**config.mk**
```make
export PLATFORM = sky130hd
export DESIGN_NAME = settings_bus
export DESIGN_NICKNAME = d
export VERILOG_FILES = /design/src/chdr_pkg.sv /design/src/settings_bus.sv
export SDC_FILE = /design/constraint.sdc
export NUM_CORES = 1
export LEC_CHECK = 0
export BUFFER_PORTS_ARGS = -buffer_cell sky130_fd_sc_hd__buf_2
export CAP_MARGIN = 20
export CORE_ASPECT_RATIO = 0.5
export CORE_MARGIN = 2
export CORE_UTILIZATION = 59
export CTS_CLUSTER_DIAMETER = 80
export DETAILED_ROUTE_END_ITERATION = 7
export PLACE_DENSITY = 0.79
export SYNTH_ARGS = -nofsm -noshare
export SYNTH_HDL_FRONTEND = slang
export SYNTH_SLANG_ARGS = --single-unit
```
**constraint.sdc**
```tcl
create_clock -name clk -period 8.3 [get_ports clk]
set_clock_uncertainty 0.2 [all_clocks]
set_input_delay 2.49 -clock clk [delete_from_list [all_inputs] [get_ports clk]]
set_output_delay 2.49 -clock clk [all_outputs]
set_load 0.01 [all_outputs]
```
**src/chdr_pkg.sv**
```systemverilog
package chdr_pkg;

   // Bus and sample widths
   localparam int CHDR_W = 64;
   localparam int SAMP_W = 32;
   // Side information is the header over the timestamp
   localparam int USER_W = 128;
   localparam int SEQ_W = 12;
   localparam int SID_W = 16;

   // Gain is fixed point with 8 fraction bits, 256 is unity
   localparam int GAIN_FRAC = 8;

   ////////////////////////////////////////////////////////////////////
   // CHDR header field positions
   ////////////////////////////////////////////////////////////////////
   localparam int FLAG_HI = 63;
   localparam int FLAG_LO = 60;
   localparam int SEQ_HI = 59;
   localparam int SEQ_LO = 48;
   localparam int LEN_HI = 47;
   localparam int LEN_LO = 32;
   localparam int SRC_HI = 31;
   localparam int SRC_LO = 16;
   localparam int DST_HI = 15;
   localparam int DST_LO = 0;

   // Single bit flags inside the flag nibble
   typedef enum int {
      FLAG_EOB      = 60,
      FLAG_HAS_TIME = 61
   } chdr_flag_t;

   // Input side walks header, optional time, then payload words
   typedef enum logic [1:0] {DF_HEADER, DF_TIME, DF_PAYLOAD} deframe_state_t;

   // Output side first collects a packet, then mirrors the input order
   typedef enum logic [1:0] {FR_COLLECT, FR_HEADER, FR_TIME, FR_PAYLOAD} frame_state_t;

endpackage
```
**src/settings_bus.sv**
```systemverilog
`timescale 1ns/1ns
module settings_bus #(
   parameter int SR_NEXT_DST       = 128,
   parameter int SR_CONFIG_BASE    = 129,
   parameter int CONFIG_FIFO_DEPTH = 8
) (
   input  logic                       clk,
   input  logic                       reset,
   input  logic                       i_set_stb,
   input  logic [7:0]                 i_set_addr,
   input  logic [31:0]                i_set_data,
   output logic [chdr_pkg::SID_W-1:0] o_next_dst,
   output logic [31:0]                o_cfg_data,
   output logic                       o_cfg_last,
   output logic                       o_cfg_valid,
   input  logic                       i_cfg_ready
);

   localparam int AW = $clog2(CONFIG_FIFO_DEPTH);

   logic [32:0]   fifo [CONFIG_FIFO_DEPTH];
   logic [AW-1:0] wr_idx;
   logic [AW-1:0] rd_idx;
   logic [AW:0]   count;
   logic          cfg_hit;
   logic          cfg_last;
   logic          push;
   logic          pop;

   ////////////////////////////////////////////////////////////////////
   // Address decode
   ////////////////////////////////////////////////////////////////////
   assign cfg_last = (i_set_addr == 8'(SR_CONFIG_BASE + 1));
   assign cfg_hit  = (i_set_addr == 8'(SR_CONFIG_BASE)) | cfg_last;
   // Writes into a full FIFO are lost, the bus has no back-pressure
   assign push = i_set_stb & cfg_hit & (count != (AW+1)'(CONFIG_FIFO_DEPTH));
   assign pop  = o_cfg_valid & i_cfg_ready;

   assign o_cfg_valid = (count != '0);
   assign {o_cfg_last, o_cfg_data} = fifo[rd_idx];

   always_ff @(posedge clk) begin
      if (reset) begin
         o_next_dst <= '0;
         wr_idx     <= '0;
         rd_idx     <= '0;
         count      <= '0;
      end else begin
         if (i_set_stb && i_set_addr == 8'(SR_NEXT_DST))
            o_next_dst <= i_set_data[chdr_pkg::SID_W-1:0];
         if (push)
            wr_idx <= (wr_idx == AW'(CONFIG_FIFO_DEPTH - 1)) ? '0 : wr_idx + 1'b1;
         if (pop)
            rd_idx <= (rd_idx == AW'(CONFIG_FIFO_DEPTH - 1)) ? '0 : rd_idx + 1'b1;
         if (push & ~pop)
            count <= count + 1'b1;
         else if (pop & ~push)
            count <= count - 1'b1;
      end
   end

   always_ff @(posedge clk) begin
      if (push)
         fifo[wr_idx] <= {cfg_last, i_set_data};
   end

endmodule

```
==> reports/results.ini <==
[yosys]
synth.distinct_cells = 37
yosysSeqAreaShare_pct = 75.5
synth_cells = 518
syn_area_sq_um = 11300
yosysWarnings = 0
ys_seq_elements = 293
syn_area_per_cell_sq_um = 21.8
synth_nets = 570

[place]
hpwl_mm = 11.6
placed_cells = 858
io_buffer_count = 93
gp_congestion = 0.746

[die]
dieArea_sq_um = 20300
die_w_um = 199
io_pins = 94
initial_core_util_pct = 60.7
core_sq_um = 18600
chipHeight_um = 102
fp-row-count = 35

[sta]
tightest_slew_ns = 1.06
rsz0062_at_grt = no
whs_ns = 0.271
timing.slew.headroom_pct = 29.3
drv_slew = 0
hold_violations = 0
period_share_pct = 68.7
fmax_mhz = 175
setup_viol_count_final = 0
period_needed_ns = 5.70
fin_tns_setup_ns = 0

[routing]
avgViaCountPerCell = 5.95
initialDrtViolationCount = 369
drc = 0
finalWirelength_mm = 20.8
dr.pass1.iters = 4
wl_per_cell_um = 23.0
ant_nets = 0
via_count = 5378

[final_layout]
drive_gt1_share_pct = 38.3
utilization_pct = 69.3
area_growth_syn_to_layout_pct = 14.1
nNetsFinal = 679
most-common-layout-cells = edfxtp_1, buf_2, mux4_2, mux2_2, dfxtp_1
instances_no_fill = 904
layout.filler_cells = 1123
antennaDiodeCount = 0
final_common_cell = edfxtp_1

[clock_tree]
root_buffer = clkbuf_16
cts_buffers = 25
cts_tree = built
clk_path_buf_depth = 3
cts_setup_buffers = 0
cts_hold_buf = 0
clk_latency_ns = 0.51
cts_sinks = 293
h-tree-depth = 1
clk_pin_slew_ns = 0.06
cts-resized-gates = 0

[hold_path]
min_path_type = register to register

[setup_path]
worstSetupStartpointType = register
endpoint_kind = primary output
cp_data_required_time_ns = 5.61
worstSetupPathType = register to primary output
worstPathArrival_ns = 3.01
crit_fanout = 44

[power]
p_leak_nw = 4.18
pwr_density_cell_nw_per_um2 = 260
ir_drop_mv = 0.122

[global_routing]
grt_pass1_vias = 5413
grt_overflow_total = 0
antenna_found_initial = 0
grt_pass1_wl_mm = 31.5
grt_max_degree = 67
grt.total_usage_pct = 21.2

[flow_run]
drv_cap = 0

[outcome]
status = finished clean

==> cell families after synthesis <==
| kind of cell | synth area share [%] |
|---|---|
| DFF | 75.5 |
| adders and majority gates | 0.955 |
| AOI/OAI and AO/OA | 0.855 |
| xor gates and xnor gates | 0.233 |
| and+or+nand+nor | 2.58 |
| buffers and inverters | 1.58 |
| muxes | 18.3 |
==> cell type report <==
cell class                 instances  area (sq um)  area share [%]
sequential                       293          8510            66.2
multi-input combinational        199          2640            20.6
clock buffer                      35           683            5.31
timing repair buffer             106           583            4.53
tap                              259           324            2.52
clock inverter                    10           103           0.798
inverter                           2          7.51          0.0584
==> flip-flops by register name, indices dropped and copies added (netlist names), named ones only <==
signal / count
count: 4
fifo: 264
wr_idx: 3
rd_idx: 3
o_next_dst: 16
==> where the power goes <==
group	internal [W]	total [W]	switching [W]
Sequential	0.00162	0.00169	0.0000705
Combinational	0.000306	0.000525	0.000219
Clock	0.000638	0.00113	0.000491
Total	0.00256	0.00334	0.000781
==> per-layer routing <==
metal	global-route usage, %	part of all wire [%]
met2	33.3	48
met5	0	0
met1	31.8	45
met3	3.46	5.8
met4	5.93	1.9
==> path summary, 6_finish.rpt <==
check             cells after the start  slack [ns]             end  startpoint
setup / recovery                      4        2.60  o_cfg_data[30]    register
hold / removal                        2        0.27        register   rd_idx[1]
setup reg to reg                      9        5.33        count[3]    count[0]
hold reg to reg                       2        0.27        register   rd_idx[1]
==> synth_stat cells, drive strengths merged <==
| cell type | instances | share of area [%] |
|---|---|---|
| dlygate4sd1 | 1 | 0.078 |
| mux4 | 66 | 13 |
| a211oi | 1 | 0.067 |
| and3 | 1 | 0.056 |
| nand3b | 1 | 0.067 |
| nand3 | 7 | 0.36 |
| mux2 | 34 | 3.4 |
| mux2i | 17 | 1.5 |
| dfxtp | 29 | 5.2 |
| ha | 7 | 0.78 |
| edfxtp | 264 | 70 |
| nor2b | 2 | 0.11 |
| clkbuf | 7 | 0.23 |
| or3 | 2 | 0.11 |
| o41ai | 1 | 0.14 |
| nor2 | 30 | 1.0 |
| nor4b | 2 | 0.16 |
| o21ai | 3 | 0.13 |
| nand2b | 1 | 0.056 |
| buf | 16 | 1.2 |
| or4 | 2 | 0.13 |
| a31oi | 1 | 0.056 |
| and4b | 2 | 0.18 |
| o41a | 1 | 0.10 |
| inv | 2 | 0.067 |
| nand2 | 5 | 0.17 |
| xnor2 | 1 | 0.078 |
| nor4 | 1 | 0.19 |
| xor2 | 2 | 0.16 |
| a21oi | 8 | 0.36 |
| fa | 1 | 0.18 |
==> metrics by stage <==
stage / setup WS (ns) / total power, W / cell area [sq um]
final: 2.60 / 0.00334 / 12900
after global routing: 2.33 / 0.00347 / 12900
after CTS: 2.47 / 0.00337 / 12800
after detailed placement: 3.02 / 0.00225 / 12000
after global placement: 3.04 / 0.00224 / 12000
after floorplan: 1.10 / 0.00212 / 11300
==> worst max-delay path, cell delays in order, from the launching register on <==
cell and delay, ns:
dfxtp_4 0.92, buf_4 0.54, mux4_2 0.55, mux2_2 0.30
buf_2 0.15
Power figures use the tool's default switching activity.
