==> src/chdr_pkg.sv <==
package chdr_pkg;

   // Bus and sample widths
   localparam int CHDR_W = 64;
   localparam int SAMP_W = 32;
   // Side information is the header over the timestamp
   localparam int USER_W = 128;
   localparam int SEQ_W = 12;
   localparam int SID_W = 16;

   // Gain is fixed point with 8 fraction bits, 256 is unity
   localparam int GAIN_FRAC = 8;

   ////////////////////////////////////////////////////////////////////
   // CHDR header field positions
   ////////////////////////////////////////////////////////////////////
   localparam int FLAG_HI = 63;
   localparam int FLAG_LO = 60;
   localparam int SEQ_HI = 59;
   localparam int SEQ_LO = 48;
   localparam int LEN_HI = 47;
   localparam int LEN_LO = 32;
   localparam int SRC_HI = 31;
   localparam int SRC_LO = 16;
   localparam int DST_HI = 15;
   localparam int DST_LO = 0;

   // Single bit flags inside the flag nibble
   typedef enum int {
      FLAG_EOB      = 60,
      FLAG_HAS_TIME = 61
   } chdr_flag_t;

   // Input side walks header, optional time, then payload words
   typedef enum logic [1:0] {DF_HEADER, DF_TIME, DF_PAYLOAD} deframe_state_t;

   // Output side first collects a packet, then mirrors the input order
   typedef enum logic [1:0] {FR_COLLECT, FR_HEADER, FR_TIME, FR_PAYLOAD} frame_state_t;

endpackage
==> src/chdr_header_queue.sv <==
`timescale 1ns/1ns
module chdr_header_queue (
   input  logic                        clk,
   input  logic                        reset,
   input  logic [chdr_pkg::SID_W-1:0]  i_next_dst,
   input  logic [chdr_pkg::SAMP_W-1:0] i_sample,
   input  logic [chdr_pkg::USER_W-1:0] i_user,
   input  logic                        i_last,
   input  logic                        i_valid,
   output logic                        o_ready,
   output logic [chdr_pkg::SAMP_W-1:0] o_sample,
   output logic                        o_last,
   output logic                        o_valid,
   input  logic                        i_ready,
   output logic [chdr_pkg::USER_W-1:0] o_hdr,
   output logic                        o_hdr_valid,
   input  logic                        i_hdr_pop
);

   logic [chdr_pkg::USER_W-1:0] mem [4];
   logic [chdr_pkg::CHDR_W-1:0] hdr_in;
   logic [chdr_pkg::USER_W-1:0] new_hdr;
   // Pointers carry one wrap bit over the 2-bit index
   logic [2:0] wr_ptr;
   logic [2:0] rd_ptr;
   logic       sof;
   logic       full;
   logic       stall;
   logic       push;

   assign hdr_in = i_user[chdr_pkg::USER_W-1:chdr_pkg::CHDR_W];
   // Old destination becomes the source, the register gives the next hop
   assign new_hdr = {hdr_in[chdr_pkg::CHDR_W-1:chdr_pkg::SID_W*2],
                     hdr_in[chdr_pkg::DST_HI:chdr_pkg::DST_LO], i_next_dst,
                     i_user[chdr_pkg::CHDR_W-1:0]};

   assign full  = (wr_ptr[1:0] == rd_ptr[1:0]) && (wr_ptr[2] != rd_ptr[2]);
   // First beat waits for a free entry
   assign stall = sof & full;
   assign push  = sof & i_valid & i_ready & ~full;

   assign o_ready     = i_ready & ~stall;
   assign o_valid     = i_valid & ~stall;
   assign o_sample    = i_sample;
   assign o_last      = i_last;
   assign o_hdr       = mem[rd_ptr[1:0]];
   assign o_hdr_valid = (wr_ptr != rd_ptr);

   always_ff @(posedge clk) begin
      if (reset) begin
         sof    <= 1'b1;
         wr_ptr <= 3'd0;
         rd_ptr <= 3'd0;
      end else begin
         if (o_valid & i_ready)
            sof <= i_last;
         if (push)
            wr_ptr <= wr_ptr + 3'd1;
         if (i_hdr_pop & o_hdr_valid)
            rd_ptr <= rd_ptr + 3'd1;
      end
   end

   always_ff @(posedge clk) begin
      if (push)
         mem[wr_ptr[1:0]] <= new_hdr;
   end

endmodule

==> config.mk <==
export PLATFORM = sky130hd
export DESIGN_NAME = chdr_header_queue
export DESIGN_NICKNAME = d
export VERILOG_FILES = /design/src/chdr_pkg.sv /design/src/chdr_header_queue.sv
export SDC_FILE = /design/constraint.sdc
export NUM_CORES = 1
export LEC_CHECK = 0
export BUFFER_PORTS_ARGS = -buffer_cell sky130_fd_sc_hd__buf_2
export CORE_MARGIN = 3
export CORE_UTILIZATION = 55
export DETAILED_ROUTE_END_ITERATION = 16
export HOLD_SLACK_MARGIN = 0.1
export PLACE_DENSITY = 0.81
export SYNTH_ARGS = -nofsm -noshare
export SYNTH_HDL_FRONTEND = slang
export SYNTH_SLANG_ARGS = --single-unit
export TNS_END_PERCENT = 10
==> constraint.sdc <==
create_clock -name clk -period 7.4 [get_ports clk]
set_clock_uncertainty 0.1 [all_clocks]
set_input_delay 0 -clock clk [delete_from_list [all_inputs] [get_ports clk]]
set_output_delay 0 -clock clk [all_outputs]
set_load 0.05 [all_outputs]
==> results by group <==
Yosys
  – Adder-cell share of the synthesized area: 0.00327
  – Mux contribution to synthesized area: 0.152
  – Main combinational cell family by area after synthesis: multiplexers
  – Compound-Gate Fraction of Synth Area: 0.00294
  – Synth unique cells: 27
  – Synth area leaders: edfxtp_1 80%, mux4_2 15%, buf_4 1.4%
  – Post-synth ARST share: 0
  – Post-Syn Nets: 944
  – Cell accounting for the most synthesized area: edfxtp_1
  – Post-synthesis xor/xnor area fraction: 0.00353
  – Synth Area in Simple Gates: 0.00582
  – Post-synth top cells: 512 x edfxtp_1, 128 x mux4_2, 35 x buf_4, 15 x buf_2, 10 x buf_1
  – Number of enable flip-flop cells after synthesis: 512
  – Post-Syn Area: 19100 µm²
  – Most numerous cell in the Yosys netlist: edfxtp_1
  – Post-Synthesis Cells: 757
  – Seq/Total Area, Yosys: 0.812
  – Register bit total from synthesis: 521
  – Post-Syn Area per Cell: 25.3 µm²
  – Post-synth top area share: 0.803
  – Synth warn: 0
  – Ys flop type: edfxtp_1

Clock network
  – CTS Root Buffer Type: clkbuf_16
  – Resized cells post-CTS: 0
  – Clock Sink Count: 521
  – CTS Buffer Depth: 3
  – CTS H-tree depth: 2
  – Setup bufs post-CTS: 0
  – Worst-skew pair later-pin latency: 0.56 ns
  – CTS clock-pin slew for the worst setup and hold paths: 0.06 ns
  – Clock buffer count from CTS: 50
  – CTS tree: yes

Power
  – Flop pwr share: 0.479
  – Logic pwr share: 0.169
  – Final total power: 6.98 mW
  – Pleak: 8.57 nW
  – Clk pwr share: 0.352
  – Sw Share: 0.266
  – Pwr per Cell Area: 278 nW/µm²
  – Int Pwr: 5.12 mW
  – Worst IR Drop VDD: 0.268 mV
  – Net Switching: 1.86 mW

STA
  – Highest clock rate: 269 MHz
  – Final Cycle Share: 0.503
  – Crit path time final: 3.72 ns
  – Max Transition Viols Final: 0
  – Setup-failing EPs final: 0
  – Setup_tns: 0 ns
  – Slew HR: 0.309
  – Fin. Hold Viols: 0
  – Tightest Pin Transition: 1.04 ns
  – RSZ-0062 raised after global routing: false

Critical path
  – Crit Path Max Fanout: 65
  – WP data required: 7.48 ns
  – Critical Path Start: sof
  – CP Data Arrival Time: 3.81 ns
  – Setup slack, reg-to-reg: 3.68 ns
  – Critical Path Source Type: register
  – Worst Reg-to-Reg Cells: 5
  – FF-to-FF Start: sof
  – WS Path Type: reg -> reg
  – CP Capture Type: register
  – Worst reg2reg endpoint: mem[1][80]

Global route
  – Initial antenna violation count: 3
  – GRT Total Usage: 0.240
  – First-pass GRT wire length: 65700 µm
  – Global route overflow: 0
  – Vias in the first global route: 11100
  – Largest net degree at the start of global routing: 68

Place
  – Post-Place Cells: 1418
  – DP HPWL: 20500 µm
  – Routability cong.: 0.691
  – Port Buf Inserts: 265

Drt
  – WL per Instance: 24.2 µm
  – Vias/cell: 5.55
  – First DRT Iteration DRCs: 758
  – Via count: 9954
  – WL final: 43400 µm
  – DRT Pass-1 Iters: 5
  – Routed Antenna Nets: 0
  – DRC errors left: 0

Floorplanning
  – Core Region: 34000 µm²
  – Die H: 193 µm
  – Ports: 346
  – FP Rows: 67
  – Initial Utilization: 0.564
  – Die area: 37100 µm²
  – Die Width: 193 µm

Layout
  – Fillers: 1804
  – # nets final: 1492
  – FF/Latch Area: 15600 µm²
  – Non-Filler Instances: 1794
  – Multi-input gate area: 3220 µm²
  – P&R area growth vs syn: 31.4%
  – Fraction of layout cells with a size suffix above 1: 0.358

Outcome
  – Status: finished, final reports clean

Min path
  – Hold Crit Start: i_user[29]
  – WHS Endpoint: mem[0][29]
  – HP Class: in -> reg
  – Hold path depth: 2

Run
  – Max cap viols: 0
[worst max path at each step]
stage	slack [ns]	cells past startpoint	to
after floorplan	0.57	3	mem[3][0]
after global placement	4.07	4	mem[2][79]
after detailed placement	4.03	4	mem[1][80]
after CTS	3.75	5	mem[1][94]
after global routing	3.50	5	mem[0][83]
final	3.68	5	mem[1][80]
[registers in the layout (all words and copies together) (netlist names), named ones only]
signal	flops
mem	512
rd_ptr	3
sof	1
wr_ptr	3
[cells in the final DEF, fill, tap and decap left out, drive strengths merged]
master | synthesis | layout
nor2 | 7 | 7
mux4 | 128 | 128
clkinv | 0 | 23
diode | 0 | 3
o31a | 1 | 1
and2 | 3 | 3
o21ai | 1 | 1
o31ai | 1 | 1
a21boi | 2 | 2
edfxtp | 512 | 512
nor3 | 1 | 1
clkinvlp | 0 | 2
nand2 | 7 | 7
or4 | 1 | 1
dfxtp | 9 | 9
dlygate4sd3 | 0 | 283
mux2i | 2 | 2
and3 | 1 | 1
xnor2 | 2 | 2
xor2 | 4 | 4
ha | 5 | 5
or3 | 2 | 2
clkbuf | 2 | 60
inv | 2 | 4
nand4 | 1 | 1
a31oi | 3 | 3
bufinv | 0 | 3
buf | 60 | 275
[cell type report]
class,count,share of cell area
multi-input cells,172,0.128
inverters,2,0.000298
clock inverters,30,0.00870
repair buffers,558,0.168
clock buffers,60,0.0538
well taps,448,0.0223
flip-flops and latches,521,0.619
diodes,3,0.000298
[power groups by stage]
stage / Clock (mW) / Sequential [mW] / Combinational, mW
final: 2.46 / 3.35 / 1.18
after global routing: 2.59 / 3.35 / 1.24
after CTS: 2.47 / 3.35 / 1.17
after detailed placement: 0 / 3.41 / 1.02
after global placement: 0 / 3.40 / 1.00
after floorplan: 0 / 3.39 / 0.838
[layer usage]
metal | vias to the layer above | track usage | wire (µm)
met2 | 467 | 0.425 | 23400
met3 | 81 | 0.0556 | 3150
li1 | 4290 | - | -
met4 | 0 | 0.0866 | 1140
met1 | 5116 | 0.291 | 15700
met5 | - | 0 | 0
[critical path, stage by stage (launching register included)]
cell and delay (ns):
dfxtp_1 0.40, and3_1 0.19, dlygate4sd3_1 0.58, o31a_2 0.23, and2_4 0.83, buf_4 0.92
[cell families after synthesis]
family	count (synthesis)
compound gates	8
xor+xnor	6
fa+ha+maj	5
buf+inv	64
flops	521
mux	130
simple gates	23
[repair_timing]
| item | CTS | global route |
|---|---|---|
| hold endpoints to repair | 553 | 0 |
| hold buffers | 283 | 0 |
| setup endpoints to repair | 0 | 0 |
[through the flow]
stage	util	worst slack, ns	instance area [µm²]	hold WS (ns)
final	0.741	3.68	25200	0.0915
after global routing	0.741	3.50	25200	0.102
after CTS	0.741	3.75	25200	0.100
after detailed placement	0.611	4.03	20700	-0.0997
after global placement	0.611	4.07	20700	-0.0997
after floorplan	-	0.571	19100	-0.00113
Note: power is estimated with default switching activity, not from simulation.
