`src/chdr_pkg.sv`:
```
package chdr_pkg;

   // Bus and sample widths
   localparam int CHDR_W = 64;
   localparam int SAMP_W = 32;
   // Side information is the header over the timestamp
   localparam int USER_W = 128;
   localparam int SEQ_W = 12;
   localparam int SID_W = 16;

   // Gain is fixed point with 8 fraction bits, 256 is unity
   localparam int GAIN_FRAC = 8;

   ////////////////////////////////////////////////////////////////////
   // CHDR header field positions
   ////////////////////////////////////////////////////////////////////
   localparam int FLAG_HI = 63;
   localparam int FLAG_LO = 60;
   localparam int SEQ_HI = 59;
   localparam int SEQ_LO = 48;
   localparam int LEN_HI = 47;
   localparam int LEN_LO = 32;
   localparam int SRC_HI = 31;
   localparam int SRC_LO = 16;
   localparam int DST_HI = 15;
   localparam int DST_LO = 0;

   // Single bit flags inside the flag nibble
   typedef enum int {
      FLAG_EOB      = 60,
      FLAG_HAS_TIME = 61
   } chdr_flag_t;

   // Input side walks header, optional time, then payload words
   typedef enum logic [1:0] {DF_HEADER, DF_TIME, DF_PAYLOAD} deframe_state_t;

   // Output side first collects a packet, then mirrors the input order
   typedef enum logic [1:0] {FR_COLLECT, FR_HEADER, FR_TIME, FR_PAYLOAD} frame_state_t;

endpackage
```
`src/sample_scaler.sv`:
```
`timescale 1ns/1ns
module sample_scaler (
   input  logic                        clk,
   input  logic                        reset,
   input  logic [chdr_pkg::SAMP_W-1:0] i_sample,
   input  logic                        i_last,
   input  logic                        i_valid,
   output logic                        o_ready,
   input  logic [31:0]                 i_cfg_data,
   input  logic                        i_cfg_last,
   input  logic                        i_cfg_valid,
   output logic                        o_cfg_ready,
   output logic [chdr_pkg::SAMP_W-1:0] o_sample,
   output logic                        o_last,
   output logic                        o_valid,
   input  logic                        i_ready
);

   logic signed [15:0] gain;
   logic               in_pkt;
   logic               in_xfer;

   // Multiply, drop the fraction bits, clip to 16 bits
   function automatic logic [15:0] scale(input logic signed [15:0] x,
                                         input logic signed [15:0] g);
      logic signed [31:0] p;
      p = (x * g) >>> chdr_pkg::GAIN_FRAC;
      if (p > 32'sd32767)
         return 16'h7fff;
      else if (p < -32'sd32768)
         return 16'h8000;
      return p[15:0];
   endfunction

   // Gain only changes between packets
   assign o_cfg_ready = ~in_pkt;
   // A pending gain goes in ahead of the next first sample
   assign o_ready = (~o_valid | i_ready) & ~(~in_pkt & i_cfg_valid);
   assign in_xfer = i_valid & o_ready;

   always_ff @(posedge clk) begin
      if (reset) begin
         gain    <= 16'sd256;
         in_pkt  <= 1'b0;
         o_valid <= 1'b0;
      end else begin
         // i_cfg_last marks the end of a config group, the gain is one word
         if (i_cfg_valid & o_cfg_ready)
            gain <= i_cfg_data[15:0];
         if (in_xfer)
            in_pkt <= ~i_last;
         if (in_xfer)
            o_valid <= 1'b1;
         else if (i_ready)
            o_valid <= 1'b0;
      end
   end

   // Output stage, I in the upper half and Q in the lower
   always_ff @(posedge clk) begin
      if (in_xfer) begin
         o_sample <= {scale(i_sample[31:16], gain), scale(i_sample[15:0], gain)};
         o_last   <= i_last;
      end
   end

endmodule

```
`config.mk`:
```
export PLATFORM = sky130hd
export DESIGN_NAME = sample_scaler
export DESIGN_NICKNAME = d
export VERILOG_FILES = /design/src/chdr_pkg.sv /design/src/sample_scaler.sv
export SDC_FILE = /design/constraint.sdc
export NUM_CORES = 1
export LEC_CHECK = 0
export BUFFER_PORTS_ARGS = -buffer_cell sky130_fd_sc_hd__buf_2
export CAP_MARGIN = 40
export CORE_MARGIN = 1
export CORE_UTILIZATION = 60
export CTS_BUF_LIST = sky130_fd_sc_hd__clkbuf_16
export CTS_CLUSTER_SIZE = 12
export DETAILED_ROUTE_END_ITERATION = 6
export PLACE_DENSITY = 0.85
export SLEW_MARGIN = 40
export SYNTH_ARGS = -nofsm -noshare
export SYNTH_HDL_FRONTEND = slang
export SYNTH_SLANG_ARGS = --single-unit
export TNS_END_PERCENT = 1
```
`constraint.sdc`:
```
create_clock -name clk -period 13.83 [get_ports clk]
set_input_delay 1.383 -clock clk [delete_from_list [all_inputs] [get_ports clk]]
set_output_delay 1.383 -clock clk [all_outputs]
set_load 0.05 [all_outputs]
```
==> results of run 1 <==
==> cell families after synthesis <==
kind of cell               after synthesis
buffers and inverters                  707
adders and majority gates              680
and+or+nand+nor                        666
AOI/OAI and AO/OA                      202
xor gates and xnor gates                58
DFF                                     51
muxes                                    4
==> cell usage after synthesis, types with 5 or more instances <==
| cell type | n |
|---|---|
| inv_1 | 604 |
| fa_1 | 522 |
| nand2_1 | 303 |
| and2_1 | 241 |
| ha_1 | 158 |
| clkbuf_1 | 89 |
| a21oi_1 | 65 |
| nor2_1 | 41 |
| xnor2_1 | 41 |
| edfxtp_1 | 33 |
| o21ai_0 | 20 |
| dfxtp_1 | 18 |
| a21o_1 | 16 |
| xor2_1 | 16 |
| nand2b_1 | 13 |
| a21oi_2 | 12 |
| nand3_1 | 10 |
| nor3_1 | 10 |
| nand4_1 | 9 |
| o21a_1 | 9 |
| o21ai_1 | 8 |
| a31oi_1 | 7 |
| and3_1 | 7 |
| buf_2 | 7 |
| o31ai_1 | 7 |
| and4_1 | 6 |
| o211ai_1 | 6 |
| a211o_1 | 5 |
| nor2b_1 | 5 |
| o21ai_2 | 5 |
| or2_2 | 5 |
==> final timing paths <==
kind,start,end,cells past startpoint
max,i_sample[31],o_sample[17],24
max reg2reg,gain[2],o_sample[17],24
min,o_valid,o_valid,2
min reg2reg,o_valid,o_valid,2
==> layout make-up <==
class                      count  area [um2]  area share
antenna                        1        2.50    0.000110
clock buffer                   5         125     0.00551
clock inverter                 3        26.3     0.00116
inverter                     604        2270      0.0998
multi-input combinational   1610       17800       0.782
sequential                    51        1350      0.0595
tap                          461         577      0.0254
timing repair buffer         109         596      0.0262
==> registers in the layout, summed over array words and instances, names as in the netlist <==
register  count
o_sample     32
gain         16
in_pkt        1
o_last        1
o_valid       1
==> per-layer routing <==
layer | share of wire | global-route usage | vias to the layer above
met5 | 0.00023 | 0 | -
li1 | - | - | 7022
met4 | 0.032 | 0.104 | 2
met2 | 0.52 | 0.502 | 620
met1 | 0.38 | 0.351 | 8200
met3 | 0.068 | 0.0384 | 123
==> stage by stage <==
stage	power (W)	util	hold WS, ns
after global routing	0.00514	0.637	0.541
after floorplan	0.00370	-	0.475
after CTS	0.00463	0.637	0.514
final	0.00462	0.637	0.510
after global placement	0.00425	0.632	0.472
after detailed placement	0.00445	0.633	0.501
==> power groups by stage <==
stage          Sequential [W]  Clock [W]  Combinational [W]
3_3_place_gp         0.000370          0            0.00388
5_1_grt              0.000372   0.000158            0.00461
6_report             0.000367   0.000151            0.00410
4_1_cts              0.000369   0.000154            0.00411
2_1_floorplan        0.000550          0            0.00315
3_5_place_dp         0.000372          0            0.00408
==> worst register-to-register path, stage by stage, from the launching register on <==
cell and delay (ns):
dfxtp_1 0.32, buf_4 0.36, and2_1 0.24, inv_1 0.07
fa_1 0.50, inv_1 0.14, fa_1 0.87, inv_1 0.14
fa_1 0.44, fa_1 0.55, inv_1 0.06, fa_1 0.53
inv_1 0.05, fa_1 0.48, inv_1 0.04, ha_1 0.43
nand4_1 0.21, nor2_1 0.31, nand4_1 0.14, o21ai_1 0.45
nor2_2 0.12, nor4bb_1 0.28, nor3_1 0.12, o41a_2 0.68
a21oi_1 0.21
==> impl_metrics.toml, run 1 <==
[status]
status = "finished, violations left"
violations = "design-rule violations"

[global_routing]
antenna_found_initial = 2
grt-ovfl-total = 0
grt_max_degree = 34
grt_use_total = 0.283
grt_pass1_wl_mm = 82.5
grt_pass1_vias = 17800

[drt]
vias_per_cell = 5.61
wire_per_inst_um = 17.0
drtPass1Iterations = 7
drtIter0Drc = 1096
vias = 16000
drcViolationCount = 20
routed_wirelength_mm = 48.5
ant_nets = 0

[finish]
final_cell_mix = "inv_1, fa_1, nand2_1"
final_common_cell = "inv_1"
fin_cells = 2844
design_area_mm2 = 0.0227
n_fill_cell = 2788
drive_gt1_frac = 0.0655
syn_to_final_growth_pct = 4.19
finalNetCount = 3132

[sta]
finalCriticalPeriod_ns = 8.50
finalSetupTns_ns = 0
worst_slack_ns = 5.33
timing.final.max_slew_violations = 0
finalCritPeriodShare = 0.614
setup_viol = 0
tightest_slew_ns = 0.764
hold_viol = 0
slew_headroom = 0.490
fin_skew_ns = 0.0155
fmax_mhz = 118
rsz0062_at_grt = "no"

[place]
portBuffers = 89
place_ws_ns = 4.91
hpwlAfterDp_mm = 39.3
placedInstanceArea_mm2 = 0.0226
place_inst = 2835
gp_congestion = 0.960

[synth]
synth_xor_area_frac = 0.0236
yosys.area_share.simple = 0.153
muxShareOfSynthArea = 0.00184
syn_inst = 2368
syn_avg_cell_area_um2 = 9.21
yosysWarnings = 0
yosys.area.top_type_share = 0.479
async_reset_ff_frac = 0
syn_area_mm2 = 0.0218
synth_largest_area_cell = "fa_1"
synth_edf_count = 33
yosysSeqAreaShare = 0.0620
synth_top_flop_cell = "edfxtp_1"
synthAdderAreaFrac = 0.570
synth_seq_cells = 51
synth_compound_area_frac = 0.0663
yosys-top-cells-area = "fa_1, inv_1, ha_1"
synth_fp_nets = 3119
yosysUniqueCellTypes = 77
synth_top_family_by_area = "adder cells"

[floorplanning]
fp-row-count = 69
die-area_mm2 = 0.0371
fp.dieH_um = 193
core_area_mm2 = 0.0357
die_w_um = 193
io_pins = 107
initial_core_util = 0.612

[clocking]
cts_resized = 0
cts_root_buffer = "clkbuf_16"
htreeDepth = 2
worstSkewPairLatency_ns = 0.34
numCtsBuffers = 5
cts.path.max_buffers = 2
postCtsSetupBuffers = 0
cts.hold.buffers_added = 0
path_clk_slew_ns = 0.09
cts_tree = "built"
cts_sinks = 51

[power_and_ir_drop]
switching_share = 0.563
p_per_area_mw_per_mm2 = 203
comb_power_share = 0.888
p_leak_nw = 11.7
ir_drop_v = 0.000273
intPower_w = 0.00202
p_clk_frac = 0.033
power_switching_w = 0.00260
p_seq_frac = 0.079

[setup_path]
cp_slowest_stage_delay_ns = 0.86
path_max_fanout = 16
cp_slowest_cell = "fa_1"
path_cells = "buf_2, and2_1, inv_1, fa_1, inv_1, fa_1, inv_1, fa_1, fa_1, inv_1, fa_1, inv_1, fa_1, inv_1, ha_1, nand4_1, nor2_1, nand4_1, o21ai_1, nor2_2, nor4bb_1, nor3_1, o41a_2, a21oi_1"
endpoint_kind = "register"
crit_required_ns = 14.01
worstSetupPathType = "primary input to register"
crit_family = "adder cells"
crit_buf_inv = 7
cp-start-kind = "primary input"
ff2ff_setup_slack_ns = 5.95
arrival_ns = 8.67

[min_path]
hold_class = "register to register"

[flow_run]
maxCapViolCount = 0
Note: power is estimated with default switching activity, not from simulation.
==> run 2: changes to the inputs <==
==> constraint.sdc (replaced) <==
create_clock -name clk -period 8.1 [get_ports clk]
set_input_delay 0.81 -clock clk [delete_from_list [all_inputs] [get_ports clk]]
set_output_delay 0.81 -clock clk [all_outputs]
set_load 0.05 [all_outputs]
==> run 2 against run 1 <==
The run still ends with design-rule violations left. Cell area up 0.39%. Register-to-register slack got worse by 5.3 ns. Sequential share of layout area barely moved. Count of clock-buffer cells in the layout unchanged. Largest cell class unchanged. Largest power group unchanged. Highest routed layer unchanged.
==> impl_metrics.toml, run 2 (synthesis results as in run 1) <==
[drt]
ant_nets = 0
drtIter0Drc = 1001
vias_per_cell = 5.57
vias = 15900
drcViolationCount = 40
routed_wirelength_mm = 47.4
drtPass1Iterations = 7
wire_per_inst_um = 16.6

[power_and_ir_drop]
p_per_area_mw_per_mm2 = 350
power_w = 0.00799
p_leak_nw = 11.7
ir_drop_v = 0.000322

[sta]
setup_viol = 0
fin_skew_ns = 0.0112
timing.final.max_slew_violations = 0
finalCriticalPeriod_ns = 7.46
finalSetupTns_ns = 0
hold_viol = 0
slew_headroom = 0.415
fmax_mhz = 134
tightest_slew_ns = 0.877
rsz0062_at_grt = "no"
worst_slack_ns = 0.642
finalCritPeriodShare = 0.921

[finish]
n_fill_cell = 2878
syn_to_final_growth_pct = 4.59
finalNetCount = 3143
top_regs = "o_sample: 32 flops, gain: 16 flops"
largest_reg_flops = 32
drive_gt1_frac = 0.0706
final_common_cell = "inv_1"
top_register = "o_sample"
final_cell_mix = "inv_1, fa_1, nand2_1"

[setup_path]
arrival_ns = 7.52
worstSetupPathType = "register to register"
endpoint_kind = "register"
path_max_fanout = 15
ff2ff_setup_slack_ns = 0.64
crit_required_ns = 8.16
reg2reg_from = "gain[2]"
r2r-end = "o_sample[7]"
cp-start-kind = "register"
reg2reg_depth = 21

[floorplanning]
fp-row-count = 69
initial_core_util = 0.612
fp.dieH_um = 193
core_area_mm2 = 0.0357
io_pins = 107
die_w_um = 193
die-area_mm2 = 0.0371

[global_routing]
grt_use_total = 0.277
antenna_found_initial = 6
grt_max_degree = 34
grt_pass1_wl_mm = 81.4
grt-ovfl-total = 0
grt_pass1_vias = 17600

[clocking]
cts.path.max_buffers = 2
cts.hold.buffers_added = 0
numCtsBuffers = 5
htreeDepth = 2
cts_tree = "built"
cts_resized = 0
cts_sinks = 51
path_clk_slew_ns = 0.08
cts_root_buffer = "clkbuf_16"
worstSkewPairLatency_ns = 0.33
postCtsSetupBuffers = 0

[min_path]
hp-start = "o_valid"
min_to = "o_valid"
hold_class = "register to register"
hold_depth = 2

[status]
status = "finished, violations left"
violations = "design-rule violations"

[place]
gp_congestion = 0.948
hpwlAfterDp_mm = 39.3
portBuffers = 89
place_ws_ns = 0.460

[flow_run]
maxCapViolCount = 0
## run 2: cell count changes in the layout (fill, tap and decap cells not counted), moves of 3 or more
cell	previous run	this run
dfxtp_1	18	15
dfxtp_2	0	3
buf_4	20	30
diode_2	1	5
## run 2: cell type report
type / count / area, um2 / area share
Clock buffer: 5 / 125 / 0.00548
Timing Repair Buffer: 120 / 691 / 0.0303
Clock inverter: 3 / 17.5 / 0.000768
Multi-Input combinational cell: 1610 / 17800 / 0.779
Inverter: 604 / 2270 / 0.0994
Antenna cell: 5 / 12.5 / 0.000548
Sequential cell: 51 / 1360 / 0.0594
Tap cell: 461 / 577 / 0.0253
## run 2: critical path, cell delays in order (launching register included)
cell,delay [ns]
dfxtp_1,0.78
and2_1,0.27
inv_1,0.07
fa_1,0.47
inv_1,0.23
fa_1,0.49
fa_1,0.52
fa_1,0.51
fa_1,0.49
inv_1,0.05
fa_1,0.47
inv_1,0.04
ha_1,0.36
a21oi_1,0.35
a31oi_1,0.19
nor2_1,0.35
a211oi_1,0.16
a2111oi_0,0.48
a31oi_1,0.15
o41ai_4,0.38
buf_4,0.28
o31ai_1,0.11
## run 2: metal layers
metal	wire [um]	track usage
met1	18500	0.349
met2	24400	0.490
met3	3070	0.0360
met4	1360	0.0972
met5	11	0
## run 2: power breakdown
group / switching, W / internal [W] / leakage [nW]
combinational: 0.00428 / 0.00283 / 11.2
sequential: 0.0000411 / 0.000597 / 0.458
clock: 0.000130 / 0.000116 / 0.0745
## run 2: how the worst max path moves through the flow
stage	from	end	slack, ns
3_3_place_gp	i_sample[15]	o_sample[7]	0.61
4_1_cts	gain[2]	o_sample[7]	0.69
2_1_floorplan	i_sample[31]	o_sample[23]	0.92
5_1_grt	gain[2]	o_sample[7]	0.27
3_5_place_dp	i_sample[15]	o_sample[7]	0.46
6_report	gain[2]	o_sample[7]	0.64
## run 2: per-stage QoR
| stage | util | area (um2) | hold WS, ns | instances |
|---|---|---|---|---|
| after detailed placement | 0.635 | 22700 | 0.492 | 2846 |
| after global placement | 0.635 | 22700 | 0.470 | 2846 |
| after CTS | 0.639 | 22800 | 0.505 | 2854 |
| after global routing | 0.640 | 22800 | 0.532 | 2858 |
| after floorplan | - | 21800 | 0.475 | 2368 |
| final | 0.640 | 22800 | 0.506 | 2859 |
