--- config.mk ---
export PLATFORM = sky130hd
export DESIGN_NAME = chdr_deframer
export DESIGN_NICKNAME = d
export VERILOG_FILES = /design/src/chdr_pkg.sv /design/src/chdr_deframer.sv
export SDC_FILE = /design/constraint.sdc
export NUM_CORES = 1
export LEC_CHECK = 0
export BUFFER_PORTS_ARGS = -buffer_cell sky130_fd_sc_hd__buf_2
export CAP_MARGIN = 20
export CELL_PAD_IN_SITES_DETAIL_PLACEMENT = 1
export CELL_PAD_IN_SITES_GLOBAL_PLACEMENT = 2
export CORE_ASPECT_RATIO = 1.1
export CORE_UTILIZATION = 32
export CTS_CLUSTER_SIZE = 20
export DETAILED_ROUTE_END_ITERATION = 12
export PLACE_DENSITY = 0.87
export SETUP_SLACK_MARGIN = 0.1
export SLEW_MARGIN = 20
export SYNTH_ARGS = -nofsm -noshare
export SYNTH_HDL_FRONTEND = slang
export SYNTH_SLANG_ARGS = --single-unit
--- constraint.sdc ---
create_clock -name clk -period 6.8 [get_ports clk]
set_input_delay 0 -clock clk [delete_from_list [all_inputs] [get_ports clk]]
set_output_delay 0 -clock clk [all_outputs]
set_load 0.02 [all_outputs]
--- src/chdr_pkg.sv ---
package chdr_pkg;

   // Bus and sample widths
   localparam int CHDR_W = 64;
   localparam int SAMP_W = 32;
   // Side information is the header over the timestamp
   localparam int USER_W = 128;
   localparam int SEQ_W = 12;
   localparam int SID_W = 16;

   // Gain is fixed point with 8 fraction bits, 256 is unity
   localparam int GAIN_FRAC = 8;

   ////////////////////////////////////////////////////////////////////
   // CHDR header field positions
   ////////////////////////////////////////////////////////////////////
   localparam int FLAG_HI = 63;
   localparam int FLAG_LO = 60;
   localparam int SEQ_HI = 59;
   localparam int SEQ_LO = 48;
   localparam int LEN_HI = 47;
   localparam int LEN_LO = 32;
   localparam int SRC_HI = 31;
   localparam int SRC_LO = 16;
   localparam int DST_HI = 15;
   localparam int DST_LO = 0;

   // Single bit flags inside the flag nibble
   typedef enum int {
      FLAG_EOB      = 60,
      FLAG_HAS_TIME = 61
   } chdr_flag_t;

   // Input side walks header, optional time, then payload words
   typedef enum logic [1:0] {DF_HEADER, DF_TIME, DF_PAYLOAD} deframe_state_t;

   // Output side first collects a packet, then mirrors the input order
   typedef enum logic [1:0] {FR_COLLECT, FR_HEADER, FR_TIME, FR_PAYLOAD} frame_state_t;

endpackage
--- src/chdr_deframer.sv ---
`timescale 1ns/1ns
module chdr_deframer (
   input  logic                        clk,
   input  logic                        reset,
   input  logic [chdr_pkg::CHDR_W-1:0] i_tdata,
   input  logic                        i_tlast,
   input  logic                        i_tvalid,
   output logic                        o_tready,
   output logic [chdr_pkg::SAMP_W-1:0] o_sample,
   output logic [chdr_pkg::USER_W-1:0] o_user,
   output logic                        o_last,
   output logic                        o_valid,
   input  logic                        i_ready
);

   chdr_pkg::deframe_state_t state;
   logic [chdr_pkg::CHDR_W-1:0] hdr_r;
   logic [chdr_pkg::CHDR_W-1:0] time_r;
   logic [chdr_pkg::CHDR_W-1:0] word_r;
   logic                        word_valid;
   logic                        word_last;
   // Low when the upper sample of word_r is on the output
   logic                        half;
   // Samples still to send in this packet, zero means drop words until tlast
   logic [15:0]                 rem;
   logic [15:0]                 hdr_samples;
   logic                        in_xfer;
   logic                        out_xfer;

   // Bytes after the header and optional time, four per sample
   assign hdr_samples = (i_tdata[chdr_pkg::LEN_HI:chdr_pkg::LEN_LO] - 16'd8
                         - (i_tdata[chdr_pkg::FLAG_HAS_TIME] ? 16'd8 : 16'd0)) >> 2;

   assign in_xfer  = i_tvalid & o_tready;
   assign out_xfer = o_valid & i_ready;

   assign o_valid  = word_valid;
   assign o_sample = half ? word_r[chdr_pkg::SAMP_W-1:0] : word_r[chdr_pkg::CHDR_W-1:chdr_pkg::SAMP_W];
   assign o_user   = {hdr_r, time_r};
   // Length count ends the packet, input tlast cuts it short
   assign o_last   = (rem == 16'd1) | (half & word_last);

   always_comb begin
      if (state != chdr_pkg::DF_PAYLOAD) begin
         o_tready = 1'b1;
      end else begin
         // New word once the lower half leaves, never past the packet end
         o_tready = (rem == 16'd0) | ~word_valid | (half & i_ready & ~o_last);
      end
   end

   always_ff @(posedge clk) begin
      if (reset) begin
         state      <= chdr_pkg::DF_HEADER;
         word_valid <= 1'b0;
         word_last  <= 1'b0;
         half       <= 1'b0;
         rem        <= 16'd0;
      end else begin
         case (state)
            chdr_pkg::DF_HEADER: begin
               if (in_xfer) begin
                  rem <= hdr_samples;
                  if (i_tlast)
                     state <= chdr_pkg::DF_HEADER;
                  else if (i_tdata[chdr_pkg::FLAG_HAS_TIME])
                     state <= chdr_pkg::DF_TIME;
                  else
                     state <= chdr_pkg::DF_PAYLOAD;
               end
            end
            chdr_pkg::DF_TIME: begin
               if (in_xfer)
                  state <= i_tlast ? chdr_pkg::DF_HEADER : chdr_pkg::DF_PAYLOAD;
            end
            default: begin
               if (out_xfer) begin
                  half <= ~half;
                  rem  <= o_last ? 16'd0 : rem - 16'd1;
                  if (half | o_last)
                     word_valid <= 1'b0;
                  if (o_last & word_last)
                     state <= chdr_pkg::DF_HEADER;
               end
               if (in_xfer) begin
                  if (rem == 16'd0) begin
                     // Resync on the input tlast
                     if (i_tlast)
                        state <= chdr_pkg::DF_HEADER;
                  end else begin
                     word_valid <= 1'b1;
                     word_last  <= i_tlast;
                     half       <= 1'b0;
                  end
               end
            end
         endcase
      end
   end

   // Header, time and payload word holding registers
   always_ff @(posedge clk) begin
      if (in_xfer && state == chdr_pkg::DF_HEADER) begin
         hdr_r  <= i_tdata;
         time_r <= '0;
      end
      if (in_xfer && state == chdr_pkg::DF_TIME)
         time_r <= i_tdata;
      if (in_xfer && state == chdr_pkg::DF_PAYLOAD)
         word_r <= i_tdata;
   end

endmodule

==> results.toml, run 1 <==
[logic_synthesis]
synth-seq-area-share_pct = 75.3
synthesis.yosys.warnings = 0
postSynthCellCount = 528
yosysUniqueCellTypes = 44
post_synthesis_area_per_instance_um2 = 15.6
yosys_register_bits = 213
synth.top_cell.area_share_pct = 70.2
synth_area_leaders = "edfxtp_1, dfxtp_1, and3_1"
postSynthNetCount = 605
yosys.area.top_type = "edfxtp_1"
post_synth_instance_area_um2 = 8210

[setup_path]
worst-r2r-setup-slack_ps = 3780
worst_r2r_endpoint = "word_r[7]$_DFFE_PP_"
reg2reg_from = "rem[1]$_SDFFE_PP0P_"
rr_worst_depth = 8
startpoint_type = "register"
endpoint = "word_r[7]$_DFFE_PP_"
cp-startpoint = "rem[1]$_SDFFE_PP0P_"
timing.setup.critical_path_class = "register to register"
cp_data_arrival_time_ps = 3140
crit_required_ps = 6920
path_max_fanout = 64
critical_path.endpoint_type = "register"

[sta]
max_freq_mhz = 331
tightestPinTransition_ps = 1080
setup_tns_ps = 0
final_hold_viol_count = 0
relSlewSlack_pct = 28.2
fin_crit_ps = 3020
rsz0062_at_grt = "no"
fin_worst_skew_ps = 16.8
slew_violations = 0
min_period_over_period_pct = 44.4
finalSetupViolCount = 0

[die]
start_util_pct = 32.5
die_w_um = 155
design.die.area_um2 = 26300
num_rows = 61
floorplan.core_area_um2 = 25300
dieHeight_um = 170
pin_count = 232

[global_routing]
via_count_of_the_first_global_routing_pass = 5886
number_of_antenna_violations_at_the_first_check_in_global_routing = 0
global_route_wire_length_before_repair_um = 34700
grt.overflow.total = 0
grt_start_max_net_pins = 103
globalRouteTotalUtil_pct = 17.2

[cts]
post_cts.repair.setup_buffers = 0
post_cts_hold_buffer_count = 69
clock_tree.root_cell = "clkbuf_16"
cts.repair.resized = 0
cts.path.max_buffers = 3
cts-buffers-inserted = 22
clock_tree.htree_level_count = 1
clkLatencyLatePin_ps = 500
cts.sinks = 213
tritoncts = "built"
clk_transition_reported_paths_ps = 60

[power]
power_frac_seq_pct = 45.2
power.share.combinational_pct = 19.8
ir_drop_mv = 0.154
power_density_nw_per_um2 = 332
intPower_mw = 2.65
sw_frac_of_total_pct = 28.9
power.static_leakage_nw = 4.60
total_switching_power_mw = 1.08
pwr-share-clk_pct = 35.0

[status]
status = "finished clean"

[finish]
layout.area.seq_um2 = 6190
finalNetCount = 908
layout_stage_area_growth_over_the_synthesis_result_pct = 36.9
num_antenna_cells = 0
final.fill_count = 2645
multi_input_area_um2 = 1910
post_route_cells_drive_above_1_share_pct = 37.3
most-common-layout-cells = "buf_2, edfxtp_1, dlygate4sd3_1"
final_core_area_utilization_pct = 44.5
most_common_cell_after_layout_fill_and_taps_aside = "buf_2"

[drt]
post-route-drc-count = 0
detailroute.via_count = 5714
drt_first_iter_violations = 362
dr.pass1.iters = 4
drt-wirelength-per-cell_um = 19.5
avgViaCountPerCell = 4.79
antenna_left = 0
detail_route.wirelength_um = 23300

[hold_path]
hold_class = "primary input to register"

[placement]
place.port_buffers = 231
post-dp-hpwl_um = 15300
gpl.final_weighted_congestion = 0.823

[flow_run]
drv_cap = 0
-- final cells by class --
class                           count  share of cell area (%)
Tap cell                          346                    3.85
Sequential cell                   213                    55.0
Clock buffer                       27                    5.25
Clock inverter                     13                    1.75
Multi-Input combinational cell    279                    17.0
Inverter                           10                   0.334
Timing Repair Buffer              305                    16.8
-- cell families after synthesis --
kind of cell / count (synthesis) / synth area share [%]
fa+ha+maj: 8 / 1.22
compound gates: 64 / 4.68
buf+inv: 36 / 1.75
flops: 213 / 75.3
xor+xnor: 12 / 1.28
simple gates: 162 / 11.2
mux: 33 / 4.51
-- cell usage after synthesis, drive strengths merged --
cell / instances
or3b: 1
xor2: 11
inv: 10
nand3: 8
a222oi: 1
o22ai: 1
nor2b: 2
nor3b: 2
buf: 4
a22oi: 1
and3: 66
nor3: 9
a21boi: 1
clkbuf: 22
nor4: 10
or4: 6
o211ai: 1
ha: 8
mux2: 32
edfxtp: 192
or2: 2
mux2i: 1
o2111ai: 2
a211oi: 1
xnor2: 1
or4b: 1
a21oi: 21
a31oi: 8
nand4: 1
o32ai: 1
nor2: 25
nand3b: 1
o21ai: 22
nand2b: 5
a32oi: 2
or3: 4
dfxtp: 21
o21a: 2
nand2: 19
-- critical path: stages (launching register included) --
cell     delay, ps
dfxtp_1        320
inv_1          120
ha_1           180
or4b_2         590
or4_4          470
a21oi_1        200
nand3_1        120
nor3b_4        190
buf_4          350
-- how the worst min path moves through the flow --
stage | start | endpoint | depth (start not counted)
global placement | i_tdata[59] | hdr_r[59]$_DFFE_PP_ | 1
floorplan | i_tdata[0] | hdr_r[0]$_DFFE_PP_ | 0
detailed placement | i_tdata[59] | hdr_r[59]$_DFFE_PP_ | 1
CTS | i_tdata[56] | hdr_r[56]$_DFFE_PP_ | 2
finish | i_tdata[56] | hdr_r[56]$_DFFE_PP_ | 2
global route | i_tdata[56] | hdr_r[56]$_DFFE_PP_ | 2
-- state kept, by name (all words and copies together) (netlist names) --
| signal | cells |
|---|---|
| rem | 16 |
| word_last | 1 |
| hdr_r | 64 |
| o_valid | 1 |
| half | 1 |
| state | 2 |
| time_r | 64 |
| word_r | 64 |
-- power by group through the flow --
stage                     sequential [mW]  combinational (mW)  clock [mW]
after floorplan                      1.82               0.336           0
after global placement               1.70               0.694           0
after detailed placement             1.71               0.711           0
after CTS                            1.69               0.746        1.33
after global routing                 1.70               0.800        1.38
final                                1.69               0.741        1.31
-- per-stage QoR --
| step | setup WS, ps | power, mW | instances | instance area (um^2) | hold slack [ps] |
|---|---|---|---|---|---|
| detailed placement | 3810 | 2.42 | 1084 | 9770 | 211 |
| global route | 3620 | 3.88 | 1193 | 11200 | 235 |
| global placement | 3930 | 2.39 | 1084 | 9760 | 211 |
| finish | 3780 | 3.73 | 1193 | 11200 | 236 |
| floorplan | 2220 | 2.15 | 528 | 8220 | 98.9 |
| CTS | 3800 | 3.76 | 1193 | 11200 | 223 |
-- routing by layer --
| metal | global-route usage (%) | part of all wire [%] |
|---|---|---|
| met1 | 20.2 | 40 |
| met2 | 31.4 | 52 |
| met3 | 3.59 | 5.4 |
| met4 | 5.60 | 2.6 |
| met5 | 0 | 0 |
No activity file was read; power rests on OpenSTA's default activity.
==> run 2: changes to the inputs <==
--- a/config.mk
+++ b/config.mk
@@ -10,10 +10,10 @@
 export CELL_PAD_IN_SITES_DETAIL_PLACEMENT = 1
 export CELL_PAD_IN_SITES_GLOBAL_PLACEMENT = 2
 export CORE_ASPECT_RATIO = 1.1
-export CORE_UTILIZATION = 32
+export CORE_UTILIZATION = 35
 export CTS_CLUSTER_SIZE = 20
 export DETAILED_ROUTE_END_ITERATION = 12
-export PLACE_DENSITY = 0.87
+export PLACE_DENSITY = 0.9
 export SETUP_SLACK_MARGIN = 0.1
 export SLEW_MARGIN = 20
 export SYNTH_ARGS = -nofsm -noshare
==> constraint.sdc (replaced) <==
create_clock -name clk -period 3.2 [get_ports clk]
set_input_delay 0 -clock clk [delete_from_list [all_inputs] [get_ports clk]]
set_output_delay 0 -clock clk [all_outputs]
set_load 0.02 [all_outputs]
==> run 2 against run 1 <==
  * Wire length up 0.10%
  * Setup slack worse by 3600 ps
  * Flip-flop and latch count is the same
  * Global-route usage increased by 1.8 points
  * Power up 100%
  * Clock skew is 7.5 ps lower
  * Count of clock-buffer cells in the layout decreased by 3
  * Critical path type unchanged
  * Largest power group unchanged
==> results.toml, run 2 (same netlist as run 1, synthesis figures left out) <==
[status]
status = "finished clean"

[setup_path]
timing.setup.critical_path_class = "register to register"
cp_data_arrival_time_ps = 3370
cp-startpoint = "rem[1]$_SDFFE_PP0P_"
rr_worst_depth = 9
worst-r2r-setup-slack_ps = 200
critical_path.endpoint_type = "register"
endpoint = "word_last$_SDFFE_PP0P_"
startpoint_type = "register"
crit_required_ps = 3570
worst_r2r_endpoint = "word_last$_SDFFE_PP0P_"
reg2reg_from = "rem[1]$_SDFFE_PP0P_"
path_max_fanout = 4

[cts]
clk_transition_reported_paths_ps = 70
tritoncts = "built"
clock_tree.htree_level_count = 1
cts.path.max_buffers = 3
cts.sinks = 213
post_cts.repair.setup_buffers = 0
clock_tree.root_cell = "clkbuf_16"
cts-buffers-inserted = 21
clkLatencyLatePin_ps = 490

[drt]
drt_first_iter_violations = 311
drt-wirelength-per-cell_um = 20.3
dr.pass1.iters = 4
avgViaCountPerCell = 5.00
detailroute.via_count = 5746
detail_route.wirelength_um = 23300
antenna_left = 0
post-route-drc-count = 0

[finish]
most-common-layout-cells = "buf_2, edfxtp_1, dlygate4sd3_1"
finalNetCount = 912
layout_stage_area_growth_over_the_synthesis_result_pct = 35.4
design_area_um2 = 11100
num_antenna_cells = 0
most_common_cell_after_layout_fill_and_taps_aside = "buf_2"
final.fill_count = 2375
final_core_area_utilization_pct = 48.5
final_cells = 1149
post_route_cells_drive_above_1_share_pct = 37.3
layout.area.seq_um2 = 6190
multi_input_area_um2 = 1930
registers_with_the_most_flip_flops = "hdr_r: 64 flops, time_r: 64 flops, word_r: 64 flops"

[die]
dieHeight_um = 163
die_w_um = 148
design.die.area_um2 = 24100
num_rows = 58
floorplan.core_area_um2 = 22900
start_util_pct = 35.8
pin_count = 232

[placement]
placedInstanceArea_um2 = 9770
place.port_buffers = 231
post-dp-hpwl_um = 15300
place.detailed.instances = 1042
place_worst_setup_slack_ps = 438
gpl.final_weighted_congestion = 0.796

[global_routing]
grt_start_max_net_pins = 97
number_of_antenna_violations_at_the_first_check_in_global_routing = 0
grt.overflow.total = 0
global_route_wire_length_before_repair_um = 35000
globalRouteTotalUtil_pct = 19.0
via_count_of_the_first_global_routing_pass = 6069

[sta]
fin_worst_hold_slack_ps = 261
slew_violations = 0
fin_worst_skew_ps = 9.32
setup_tns_ps = 0
tightestPinTransition_ps = 771
min_period_over_period_pct = 93.6
final_hold_viol_count = 0
relSlewSlack_pct = 48.6
rsz0062_at_grt = "no"
fin_crit_ps = 3000
max_freq_mhz = 334
finalSetupViolCount = 0
setup_slack_ps = 204

[flow_run]
drv_cap = 0

[power]
total_power_mw = 7.56
power.static_leakage_nw = 4.56
power_density_nw_per_um2 = 679
ir_drop_mv = 0.403

[hold_path]
hold_class = "primary input to register"
[run 2: timing repair]
action | in CTS | in global routing
hold endpoints to repair | 211 | 0
endpoints found under the setup margin | 0 | 1
hold buffers | 70 | 0
resized for setup | 0 | 1
[run 2: cell type report]
type                       count  area share [%]
inverter                      10           0.337
clock buffer                  24            4.83
tap                          300            3.37
multi-input combinational    279            17.3
timing repair buffer         310            17.5
sequential                   213            55.6
clock inverter                13           0.979
[run 2: worst min-delay path by stage]
stage                     start                    to  slack (ps)  cells after the start
finish              i_tdata[32]  word_r[32]$_DFFE_PP_         260                      2
global route        i_tdata[32]  word_r[32]$_DFFE_PP_         250                      2
CTS                 i_tdata[56]   hdr_r[56]$_DFFE_PP_         240                      2
detailed placement   i_tdata[2]   word_r[2]$_DFFE_PP_         210                      1
global placement    i_tdata[63]  word_r[63]$_DFFE_PP_         200                      1
floorplan            i_tdata[0]    hdr_r[0]$_DFFE_PP_         100                      0
[run 2: layer usage]
metal	vias to the layer above	GRT usage, %	share of wire [%]
met1	2899	22.3	39
li1	2649	-	-
met5	-	0	0
met4	0	5.81	2.7
met2	161	34.8	53
met3	37	3.61	4.9
[run 2: power by group]
part	total, mW	switching (mW)	internal (mW)
sequential	3.58	0.164	3.42
combinational	1.62	1.09	0.528
clock	2.36	1.00	1.36
total	7.56	2.25	5.31
[run 2: critical path: stages (launching register included)]
cell and delay, ps:
dfxtp_1 320, inv_1 120, ha_1 170, or4b_2 590, or4_4 480, a21oi_2 210, or3b_2 190, mux2i_1 190
nor2_1 50, dlygate4sd3_1 560
==> run 3: changes to the inputs <==
--- a/config.mk
+++ b/config.mk
@@ -14,6 +14,7 @@
 export CTS_CLUSTER_SIZE = 20
 export DETAILED_ROUTE_END_ITERATION = 12
 export PLACE_DENSITY = 0.9
+export RECOVER_POWER = 25
 export SETUP_SLACK_MARGIN = 0.1
 export SLEW_MARGIN = 20
 export SYNTH_ARGS = -nofsm -noshare
==> run 3 against run 2 <==
  * Via count about the same
  * Core utilization down 0.43 points
  * Wire length up 0.15%
  * Clock power about the same
  * Worst hold slack better by 39 ps
  * Combinational power about the same
  * Critical path depth unchanged
  * Power about the same
  * Setup slack worse by 4.1 ps
  * Critical endpoint unchanged
  * Largest cell class unchanged
==> results.toml, run 3 (same netlist as run 1, synthesis figures left out) <==
[status]
status = "finished clean"

[finish]
num_antenna_cells = 0
most-common-layout-cells = "edfxtp_1, buf_2, clkbuf_1"
finalNetCount = 912
final.fill_count = 2422
layout_stage_area_growth_over_the_synthesis_result_pct = 34.2
registers_with_the_most_flip_flops = "hdr_r: 64 flops, time_r: 64 flops, word_r: 64 flops"
final_core_area_utilization_pct = 48.1
design_area_um2 = 11000
most_common_cell_after_layout_fill_and_taps_aside = "edfxtp_1"
post_route_cells_drive_above_1_share_pct = 28.2

[global_routing]
globalRouteTotalUtil_pct = 19.0
number_of_antenna_violations_at_the_first_check_in_global_routing = 0
grt.overflow.total = 0
grt_start_max_net_pins = 97
via_count_of_the_first_global_routing_pass = 6069
global_route_wire_length_before_repair_um = 35000

[sta]
fin_crit_ps = 3000
slew_violations = 0
min_period_over_period_pct = 93.7
relSlewSlack_pct = 49.0
setup_tns_ps = 0
finalSetupViolCount = 0
fin_worst_skew_ps = 7.34
final_hold_viol_count = 0
setup_slack_ps = 200
max_freq_mhz = 333
tightestPinTransition_ps = 765
rsz0062_at_grt = "no"

[setup_path]
startpoint_type = "register"
rr_worst_depth = 9
timing.setup.critical_path_class = "register to register"
critical_path.endpoint_type = "register"
cp_data_arrival_time_ps = 3370
crit_required_ps = 3570
path_max_fanout = 4

[drt]
antenna_left = 0
post-route-drc-count = 0
dr.pass1.iters = 4
avgViaCountPerCell = 5.00
drt-wirelength-per-cell_um = 20.3
detail_route.wirelength_um = 23300
detailroute.via_count = 5743
drt_first_iter_violations = 323

[flow_run]
drv_cap = 0

[die]
start_util_pct = 35.8
design.die.area_um2 = 24100
die_w_um = 148
dieHeight_um = 163
pin_count = 232
num_rows = 58
floorplan.core_area_um2 = 22900

[power]
power_frac_seq_pct = 47.5
sw_frac_of_total_pct = 30.0
pwr-share-clk_pct = 31.4
total_power_mw = 7.55
power.static_leakage_nw = 4.34
intPower_mw = 5.29
total_switching_power_mw = 2.26
ir_drop_mv = 0.407
power.share.combinational_pct = 21.2
power_density_nw_per_um2 = 685

[cts]
clkLatencyLatePin_ps = 490
post_cts.repair.setup_buffers = 0
clock_tree.root_cell = "clkbuf_16"
cts.sinks = 213
clk_transition_reported_paths_ps = 70
clock_tree.htree_level_count = 1
cts.path.max_buffers = 3
cts-buffers-inserted = 21
tritoncts = "built"

[placement]
placedInstanceArea_um2 = 9770
post-dp-hpwl_um = 15300
place.port_buffers = 231
place_worst_setup_slack_ps = 438
gpl.final_weighted_congestion = 0.796

[hold_path]
min_path_cells = 2
hold_class = "primary input to register"
## run 3: changes by cell type in the layout (fill, tap and decap cells not counted)
| cell | delta |
|---|---|
| clkbuf_1 | +78 |
| buf_2 | -78 |
## run 3: final cells by class
cell class                 count  area (um^2)  area share [%]
multi-input combinational    279         1930            17.5
clock inverter                13          109           0.987
sequential                   213         6190            56.1
inverter                      10         37.5           0.340
timing repair buffer         310         1850            16.8
clock buffer                  24          537            4.87
tap                          300          375            3.40
## run 3: critical path, cell delays in order, from the launching register on
cell and delay [ps]:
dfxtp_1 320, inv_1 130, ha_1 170, or4b_2 590, or4_4 480, a21oi_2 210
or3b_2 190, mux2i_1 190, nor2_1 50, dlygate4sd3_1 560
## run 3: stage by stage
stage | hold slack, ps | instances
floorplan | 98.9 | 528
global placement | 200 | 1042
detailed placement | 206 | 1042
CTS | 245 | 1149
global route | 301 | 1149
finish | 300 | 1149
## run 3: per-layer routing
metal	routed length [um]	up-vias	global-route usage [%]
li1	-	2642	-
met2	12400	169	34.8
met1	9140	2894	22.3
met3	1200	38	3.61
met4	647	0	5.81
met5	0	-	0
## run 3: final timing paths
kind | slack [ps] | end | startpoint
max | 200 | word_last$_SDFFE_PP0P_ | rem[1]$_SDFFE_PP0P_
min | 300 | word_r[32]$_DFFE_PP_ | i_tdata[32]
max reg2reg | 200 | word_last$_SDFFE_PP0P_ | rem[1]$_SDFFE_PP0P_
min reg2reg | 500 | rem[11]$_SDFFE_PP0P_ | rem[11]$_SDFFE_PP0P_
## run 3: power by group through the flow
stage / combinational, mW / sequential, mW / clock [mW]
2_1_floorplan: 0.730 / 3.86 / 0
3_3_place_gp: 1.50 / 3.61 / 0
3_5_place_dp: 1.54 / 3.63 / 0
4_1_cts: 1.62 / 3.58 / 2.41
5_1_grt: 1.72 / 3.61 / 2.53
6_report: 1.60 / 3.58 / 2.37
## run 3: repair_timing
item / 4_1_cts / 5_1_grt
endpoints found under the hold margin: 211 / 0
resized for setup: 0 / 1
hold buffers: 70 / 0
setup endpoints to repair: 0 / 1
